## src/source/sync_pkg.sv

```systemverilog
package sync_pkg;

  // settings handed from the register block to the time base.
  typedef struct packed {
    logic        update;          // one-cycle strobe that arms a time load.
    logic [63:0] ecat_sync_time;  // distributed-clock time of the next SYNC0 in ns.
  } sync_settings_t;

  // register stages inside pipe_add_sub.
  localparam int add_sub_latency = 6;

  // register stages inside the ns to tick converter.
  localparam int conv_latency = 4;

  // 0.01024 ticks per ns scaled by 2**32.
  localparam logic [31:0] ec_to_sys_mult = 32'd43980465;

  // register port addresses.
  localparam logic [1:0] reg_time_lo = 2'd0;
  localparam logic [1:0] reg_time_hi = 2'd1;
  localparam logic [1:0] reg_ctrl    = 2'd2;

endpackage

```

## src/source/sync_settings_regs.sv

```systemverilog
`timescale 1ns/1ps
module sync_settings_regs (
  input  logic                     CLK,
  input  logic                     rst_n,
  input  logic                     wr_en,
  input  logic [1:0]               wr_addr,
  input  logic [31:0]              wr_data,
  output sync_pkg::sync_settings_t settings
);
  import sync_pkg::*;

  logic [31:0] time_lo;
  logic [31:0] time_hi;
  logic        arm_write;
  logic        update;

  // bit 0 of the control register requests a load at the next SYNC0.
  assign arm_write = wr_en && (wr_addr == reg_ctrl) && wr_data[0];

  always_ff @(posedge CLK) begin
    if (wr_en) begin
      case (wr_addr)
        reg_time_lo: time_lo <= wr_data;
        reg_time_hi: time_hi <= wr_data;
        default: ;
      endcase
    end
  end

  always_ff @(posedge CLK) begin
    if (!rst_n) begin
      update <= 1'b0;
    end else begin
      update <= arm_write;
    end
  end

  assign settings.update         = update;
  assign settings.ecat_sync_time = {time_hi, time_lo};

  a_update_single : assert property (
    @(posedge CLK) disable iff (!rst_n) settings.update |=> !settings.update
  ) else $error("update strobe held for more than one cycle");

endmodule

```

## src/source/ec_time_to_sys_time.sv

```systemverilog
`timescale 1ns/1ps
module ec_time_to_sys_time (
  input  logic        CLK,
  input  logic        rst_n,
  input  logic [63:0] ec_time,
  output logic [63:0] sys_time
);
  import sync_pkg::*;

  // three arithmetic stages, the rest is plain delay.
  localparam int tail_stages = conv_latency - 3;

  logic [3:0][47:0]             pp;
  logic [63:0]                  lo_sum;
  logic [63:0]                  hi_sum;
  logic [95:0]                  product;
  logic [tail_stages-1:0][63:0] tail;

  always_ff @(posedge CLK) begin
    if (!rst_n) begin
      pp      <= '0;
      lo_sum  <= '0;
      hi_sum  <= '0;
      product <= '0;
      tail    <= '0;
    end else begin
      // 16-bit slices of the ns time against the full constant.
      for (int i = 0; i < 4; i++) begin
        pp[i] <= ec_time[16*i +: 16] * ec_to_sys_mult;
      end

      lo_sum <= {16'd0, pp[0]} + {pp[1], 16'd0};
      hi_sum <= {16'd0, pp[2]} + {pp[3], 16'd0};  // weighted by 2**32.

      product <= {32'd0, lo_sum} + {hi_sum, 32'd0};

      tail[0] <= product[95:32];  // drop the fraction.
      for (int i = 1; i < tail_stages; i++) begin
        tail[i] <= tail[i-1];
      end
    end
  end

  assign sys_time = tail[tail_stages-1];

endmodule

```

## src/source/pipe_add_sub.sv

```systemverilog
`timescale 1ns/1ps
module pipe_add_sub #(
  parameter bit subtract = 1'b0
) (
  input  logic               CLK,
  input  logic               rst_n,
  input  logic [63:0]        a,
  input  logic [63:0]        b,
  output logic signed [64:0] s
);
  import sync_pkg::*;

  logic signed [64:0]               a_ext;
  logic signed [64:0]               b_ext;
  logic signed [64:0]               result;
  logic [add_sub_latency-1:0][64:0] stage;

  assign a_ext = {1'b0, a};
  assign b_ext = {1'b0, b};

  if (subtract) begin : g_sub
    assign result = a_ext - b_ext;
  end else begin : g_add
    assign result = a_ext + b_ext;
  end

  // every cycle's operands leave the chain add_sub_latency cycles later.
  always_ff @(posedge CLK) begin
    if (!rst_n) begin
      stage <= '0;
    end else begin
      stage[0] <= result;
      for (int i = 1; i < add_sub_latency; i++) begin
        stage[i] <= stage[i-1];
      end
    end
  end

  assign s = stage[add_sub_latency-1];

endmodule

```

## src/source/synchronizer.sv

```systemverilog
`timescale 1ns/1ps
module synchronizer #(
  parameter int sync_period = 5120
) (
  input  logic                     CLK,
  input  logic                     rst_n,
  input  sync_pkg::sync_settings_t settings,
  input  logic [63:0]              ecat_time_conv,
  input  logic                     ecat_sync,
  output logic [63:0]              sys_time,
  output logic                     sync,
  output logic                     skip_one_assert
);
  import sync_pkg::*;

  localparam int cnt_w    = $clog2(add_sub_latency + 2);
  localparam int wait_w   = $clog2(conv_latency + 1);
  localparam int period_w = $clog2(sync_period);

  localparam logic [cnt_w-1:0]    lat_done     = cnt_w'(add_sub_latency);
  localparam logic [cnt_w-1:0]    lat_idle     = cnt_w'(add_sub_latency + 1);
  localparam logic [period_w-1:0] half_period  = period_w'(sync_period / 2);
  localparam logic [period_w-1:0] last_period  = period_w'(sync_period - 1);
  localparam logic [63:0]         period_ticks = 64'(sync_period);

  logic [2:0]          sync_tri;
  logic                armed;
  logic [wait_w-1:0]   wait_cnt;
  logic                load;
  logic                locked;
  logic [63:0]         sys_time_inc;
  logic [63:0]         next_sync_time;
  logic signed [64:0]  s_diff;
  logic signed [64:0]  s_next;
  logic signed [18:0]  sync_time_diff;
  logic [cnt_w-1:0]    diff_cnt;
  logic [cnt_w-1:0]    next_cnt;
  logic [period_w-1:0] period_cnt;

  assign sync = sync_tri[1] & ~sync_tri[2];  // rising edge seen in the two older flops.
  assign load = sync & armed & (wait_cnt == '0) & ~settings.update;
  assign sys_time_inc = sys_time + 64'd1;

  // error is the predicted time minus the value the counter takes after this cycle.
  pipe_add_sub #(
    .subtract(1'b1)
  ) sub_diff (
    .CLK  (CLK),
    .rst_n(rst_n),
    .a    (next_sync_time),
    .b    (sys_time_inc),
    .s    (s_diff)
  );

  pipe_add_sub #(
    .subtract(1'b0)
  ) add_next (
    .CLK  (CLK),
    .rst_n(rst_n),
    .a    (next_sync_time),
    .b    (period_ticks),
    .s    (s_next)
  );

  always_ff @(posedge CLK) begin
    if (!rst_n) begin
      sync_tri <= '0;
    end else begin
      sync_tri <= {sync_tri[1:0], ecat_sync};
    end
  end

  // the converted time settles conv_latency cycles after an update.
  always_ff @(posedge CLK) begin
    if (!rst_n) begin
      armed    <= 1'b0;
      wait_cnt <= '0;
    end else if (settings.update) begin
      armed    <= 1'b1;
      wait_cnt <= wait_w'(conv_latency - 1);
    end else begin
      if (load) begin
        armed <= 1'b0;
      end
      if (wait_cnt != '0) begin
        wait_cnt <= wait_cnt - 1'b1;
      end
    end
  end

  always_ff @(posedge CLK) begin
    if (!rst_n) begin
      sys_time        <= '0;
      skip_one_assert <= 1'b0;
      sync_time_diff  <= '0;
      diff_cnt        <= lat_idle;
      locked          <= 1'b0;
    end else if (load) begin
      sys_time        <= ecat_time_conv;
      skip_one_assert <= 1'b0;
      sync_time_diff  <= '0;  // drops any correction still pending.
      diff_cnt        <= lat_idle;
      locked          <= 1'b1;
    end else if (sync) begin
      sys_time        <= sys_time_inc;
      skip_one_assert <= 1'b0;
      if (locked) begin
        diff_cnt <= cnt_w'(1);  // no prediction exists before the first load.
      end
    end else if (diff_cnt == lat_done) begin
      sys_time        <= sys_time_inc;
      skip_one_assert <= 1'b0;
      sync_time_diff  <= {s_diff[64], s_diff[17:0]};
      diff_cnt        <= lat_idle;
    end else if (diff_cnt != lat_idle) begin
      sys_time        <= sys_time_inc;
      skip_one_assert <= 1'b0;
      diff_cnt        <= diff_cnt + 1'b1;
    end else if (sync_time_diff > 19'sd0) begin
      sys_time        <= sys_time + 64'd2;  // counter is behind.
      skip_one_assert <= 1'b1;
      sync_time_diff  <= sync_time_diff - 19'sd1;
    end else if (sync_time_diff < 19'sd0) begin
      skip_one_assert <= 1'b0;  // counter is ahead so it holds.
      sync_time_diff  <= sync_time_diff + 19'sd1;
    end else begin
      sys_time        <= sys_time_inc;
      skip_one_assert <= 1'b0;
    end
  end

  // the next prediction is launched halfway between pulses.
  always_ff @(posedge CLK) begin
    if (!rst_n) begin
      next_sync_time <= '0;
      next_cnt       <= lat_idle;
      period_cnt     <= half_period;
    end else if (load) begin
      next_sync_time <= ecat_time_conv;
      next_cnt       <= lat_idle;
      period_cnt     <= half_period;
    end else begin
      if (sync) begin
        period_cnt <= half_period;
      end else if (period_cnt == last_period) begin
        period_cnt <= '0;
      end else begin
        period_cnt <= period_cnt + 1'b1;
      end

      if (!sync && period_cnt == last_period) begin
        next_cnt <= cnt_w'(1);
      end else if (next_cnt == lat_done) begin
        next_sync_time <= s_next[63:0];
        next_cnt       <= lat_idle;
      end else if (next_cnt != lat_idle) begin
        next_cnt <= next_cnt + 1'b1;
      end
    end
  end

  // the captured error has to fit the 19-bit correction register.
  a_diff_range : assert property (
    @(posedge CLK) disable iff (!rst_n)
    (!load && !sync && diff_cnt == lat_done)
      |-> (s_diff[64:18] == '0 || s_diff[64:18] == '1)
  ) else $error("sync error too large for the correction register");

  a_pred_ready : assert property (
    @(posedge CLK) disable iff (!rst_n)
    (sync && locked && !load) |-> next_cnt == lat_idle
  ) else $error("sync pulse while the next prediction is still in flight");

endmodule

```

## src/source/time_sync_top.sv

```systemverilog
`timescale 1ns/1ps
module time_sync_top #(
  parameter int sync_period = 5120
) (
  input  logic        CLK,
  input  logic        rst_n,
  input  logic        wr_en,
  input  logic [1:0]  wr_addr,
  input  logic [31:0] wr_data,
  input  logic        ecat_sync,
  output logic [63:0] sys_time,
  output logic        sync,
  output logic        skip_one_assert
);
  import sync_pkg::*;

  sync_settings_t settings;
  logic [63:0]    ecat_time_conv;

  sync_settings_regs sync_settings_regs_i (
    .CLK     (CLK),
    .rst_n   (rst_n),
    .wr_en   (wr_en),
    .wr_addr (wr_addr),
    .wr_data (wr_data),
    .settings(settings)
  );

  // the converter runs continuously on the registered sync time.
  ec_time_to_sys_time ec_time_to_sys_time_i (
    .CLK     (CLK),
    .rst_n   (rst_n),
    .ec_time (settings.ecat_sync_time),
    .sys_time(ecat_time_conv)
  );

  synchronizer #(
    .sync_period(sync_period)
  ) synchronizer_i (
    .CLK            (CLK),
    .rst_n          (rst_n),
    .settings       (settings),
    .ecat_time_conv (ecat_time_conv),
    .ecat_sync      (ecat_sync),
    .sys_time       (sys_time),
    .sync           (sync),
    .skip_one_assert(skip_one_assert)
  );

endmodule

```

## config.mk

```make
export PLATFORM = sky130hd
export DESIGN_NAME = time_sync_top
export DESIGN_NICKNAME = d
export VERILOG_FILES = /design/src/source/sync_pkg.sv /design/src/source/sync_settings_regs.sv /design/src/source/ec_time_to_sys_time.sv /design/src/source/pipe_add_sub.sv /design/src/source/synchronizer.sv /design/src/source/time_sync_top.sv
export SDC_FILE = /design/constraint.sdc
export NUM_CORES = 2
export LEC_CHECK = 0
export BUFFER_PORTS_ARGS = -buffer_cell sky130_fd_sc_hd__buf_2
export CORE_ASPECT_RATIO = 0.75
export CORE_UTILIZATION = 59
export DETAILED_ROUTE_END_ITERATION = 6
export PLACE_DENSITY = 0.86
export SLEW_MARGIN = 20
export SYNTH_ARGS = -nofsm -noshare
export SYNTH_HDL_FRONTEND = slang
export SYNTH_HIERARCHICAL = 1
export SYNTH_SLANG_ARGS = --single-unit
```

## constraint.sdc

```tcl
create_clock -name CLK -period 5.8 [get_ports CLK]
set_input_delay 0.58 -clock CLK [delete_from_list [all_inputs] [get_ports CLK]]
set_output_delay 0.58 -clock CLK [all_outputs]
set_load 0.01 [all_outputs]
```

==> impl_results.md <==
- Fmax: roughly 170 MHz
- Via/cell ratio: between 5 and 6
- Iteration-0 DRC Markers: between 5k and 6k
- CTS buffer count: slightly above 100
- WP data required: ~6.4 ns
- Post-DP HPWL: about 160000 um
- Unrepaired setup endpoints after global routing: true
- Slew Limit Fails: 0
- Slew HR: slightly below 30%
- Place WS: -0.251 ns
- Crit Path Max Fanout: 3
- Leakage: approximately 40 nW
- Remaining DRCs: 1
- Die area: about 130000 um2
- Setup WS post-layout: -0.0423 ns
- Setup TNS: -0.0568 ns
- Top cell by count, worst path: fa_1
- CORE AREA: 123000 um2
- Final hold slack: about 0.05 ns
- Initial Util: between 50% and 60%
- Routed len/inst: 20.6 um
- Worst Max-Slew Pin Slew: between 1 and 1.5 ns
- Pwr Density: 636 nW/um2
- Clock-pin slew on the worst setup and hold paths: about 0.060 ns
- Violated checks: design-rule violations, negative setup slack
- Area Growth Syn to Fin: 15.1%
- Max Cap Viol: 0
- Ys Warns: 6
- CTS H-Tree Depth: 3
- Clock Latency Late Sink: approximately 0.76 ns
- Worst Setup Path Type: flip-flop to flip-flop
- Startpoint Class: flip-flop
- Final hold violations: 0
- Gr usage total: a little under a third
- Post-route ant nets: 0
- Via count: 56.8k
- CTS tree: done
- Worst Hold Class: input pin to flip-flop
- Crit share post-route: 101%
- IO buf count: 103
- Status: finished with violations
- Crit path cell chain: buf_4, fa_1, ha_1, inv_1, fa_1, fa_1, inv_1, fa_1, ha_1, ha_1, a21o_1, a21oi_2, o21ai_2, or3_4, a211oi_4, nor3b_4, buf_6, a221oi_2, xnor2_1, nor2_1
- Slowest cell on crit path: fa_1
- Drt pass-1 iters: 7
- Std cell rows: roughly 110
- Layout cells sized above 1: 15.6%
- CTS root buf: clkbuf_16
- Filler instances: between 9k and 10k
- Final WL: 205000 um
- Placer Congestion: 1.01
- Maximum VDD drop: around 0.0011 V
- Clock Path Buffers: 3
- DIE WIDTH: about 400 um
- Total gr overflow: 0
- Final setup violation count: 2
- Initial antenna violation count: 2
- CTS sink count: 1096
- Critical Path End Type: flip-flop
- Vias in the first global route: between 50k and 60k
- Syn Std Cell Area: between 70000 and 80000 um2
- Largest net degree at the start of global routing: roughly 220
- Avg Synthesized Cell Area: about 9.4 um2
- Tmin final: between 5 and 6 ns
- Max stage delay on crit path: between 0.5 and 0.6 ns
- Io pins: about 100
- CP arrival: roughly 6.4 ns
- Synth Instances: 7771
- Skew final: between 0.07 and 0.08 ns
- Vert. Die Dim: 307 um
- Final Total Pwr: about 54 mW
- Nets: 9694
- Global-route wire length before repair: approximately 310000 um
==> where the power goes <==
part / internal (mW) / leakage [nW] / switching [mW]
clock network: 3.85 / 1.75 / 3.22
logic: 17.1 / 28.4 / 20.2
registers: 8.72 / 9.03 / 0.561
==> routing by layer <==
metal	part of all wire, %	up-vias	GRT usage (%)
met4	2.3	2	7.19
li1	-	26500	-
met5	0.0063	-	0
met3	9.5	305	7.48
met2	42	2250	46.5
met1	46	27700	47.8
==> metrics by stage <==
step | cells | util (%) | area, um2
5_1_grt | 9964 | 68.8 | 84300
4_1_cts | 9884 | 66.9 | 82000
2_1_floorplan | 7837 | - | 73500
3_3_place_gp | 9650 | 63.4 | 77700
3_5_place_dp | 9650 | 63.4 | 77700
6_report | 9965 | 68.8 | 84300
==> worst paths after layout <==
check | startpoint | end | slack (ns) | depth (start not counted)
setup / recovery | sync_settings_regs_i/time_lo[12] | ec_time_to_sys_time_i/pp[41] | -0.04 | 20
hold / removal | wr_data[28] | sync_settings_regs_i/time_lo[28] | 0.05 | 1
hold reg to reg | synchronizer_i/add_next/stage[278] | synchronizer_i/add_next/s[18] | 0.37 | 1
setup reg to reg | sync_settings_regs_i/time_lo[12] | ec_time_to_sys_time_i/pp[41] | -0.04 | 20
==> placed cells by master (no fill, tap or decap), types with 56 or more instances in the layout <==
cell type,instances
dfxtp_1,1032
inv_1,958
ha_1,762
nor2_1,579
and2_1,566
buf_4,531
fa_1,513
nand2_1,405
a21oi_1,339
o21ai_0,194
xor2_1,183
xnor2_1,181
a21o_1,162
nand3_1,133
clkbuf_16,104
buf_2,102
nor3_1,97
nand4_1,80
ha_4,79
conb_1,69
edfxtp_1,64
a311oi_1,57
and3_1,56
==> final cells by class <==
type	count	area [um2]	share of cell area, %
Antenna cell	1	2.50	0.00297
Clock buffer	130	2820	3.34
Clock inverter	63	753	0.893
Inverter	1017	3830	4.54
Multi-Input combinational cell	5345	47300	56.1
Sequential cell	1096	22600	26.8
Tap cell	1638	2050	2.43
Timing Repair Buffer	675	5020	5.95
==> worst max-delay path: cells and delay by family, from the launching register on <==
family / cells / cell delay, ns
compound gates: 5 / 0.95
buf+inv: 4 / 0.46
simple gates: 3 / 0.53
flops: 1 / 0.43
fa+ha+maj: 7 / 3.17
xor+xnor: 1 / 0.16
==> flip-flops by register name, summed over array words and instances, names as in the netlist, 13 cells and up <==
register                        cells
ec_time_to_sys_time_i/sys_time     60
sync_settings_regs_i/time_lo       32
synchronizer_i/sub_diff/s          19
ec_time_to_sys_time_i/pp          152
synchronizer_i/add_next/s          64
ec_time_to_sys_time_i/lo_sum       27
synchronizer_i/next_sync_time      64
sync_settings_regs_i/time_hi       32
synchronizer_i/add_next/stage     320
synchronizer_i/sys_time            64
ec_time_to_sys_time_i/product      60
synchronizer_i/sync_time_diff      19
synchronizer_i/sub_diff/stage      95
synchronizer_i/period_cnt          13
ec_time_to_sys_time_i/hi_sum       59
==> timing repair <==
item | CTS | global route
resized for setup | 88 | 339
gates cloned | 0 | 0
hold buffers | 1 | 0
setup buffers | 41 | 85
endpoints found under the setup margin | 37 | 61
pin swaps | 76 | 273
endpoints found under the hold margin | 1 | 0
Power figures use the tool's default switching activity.
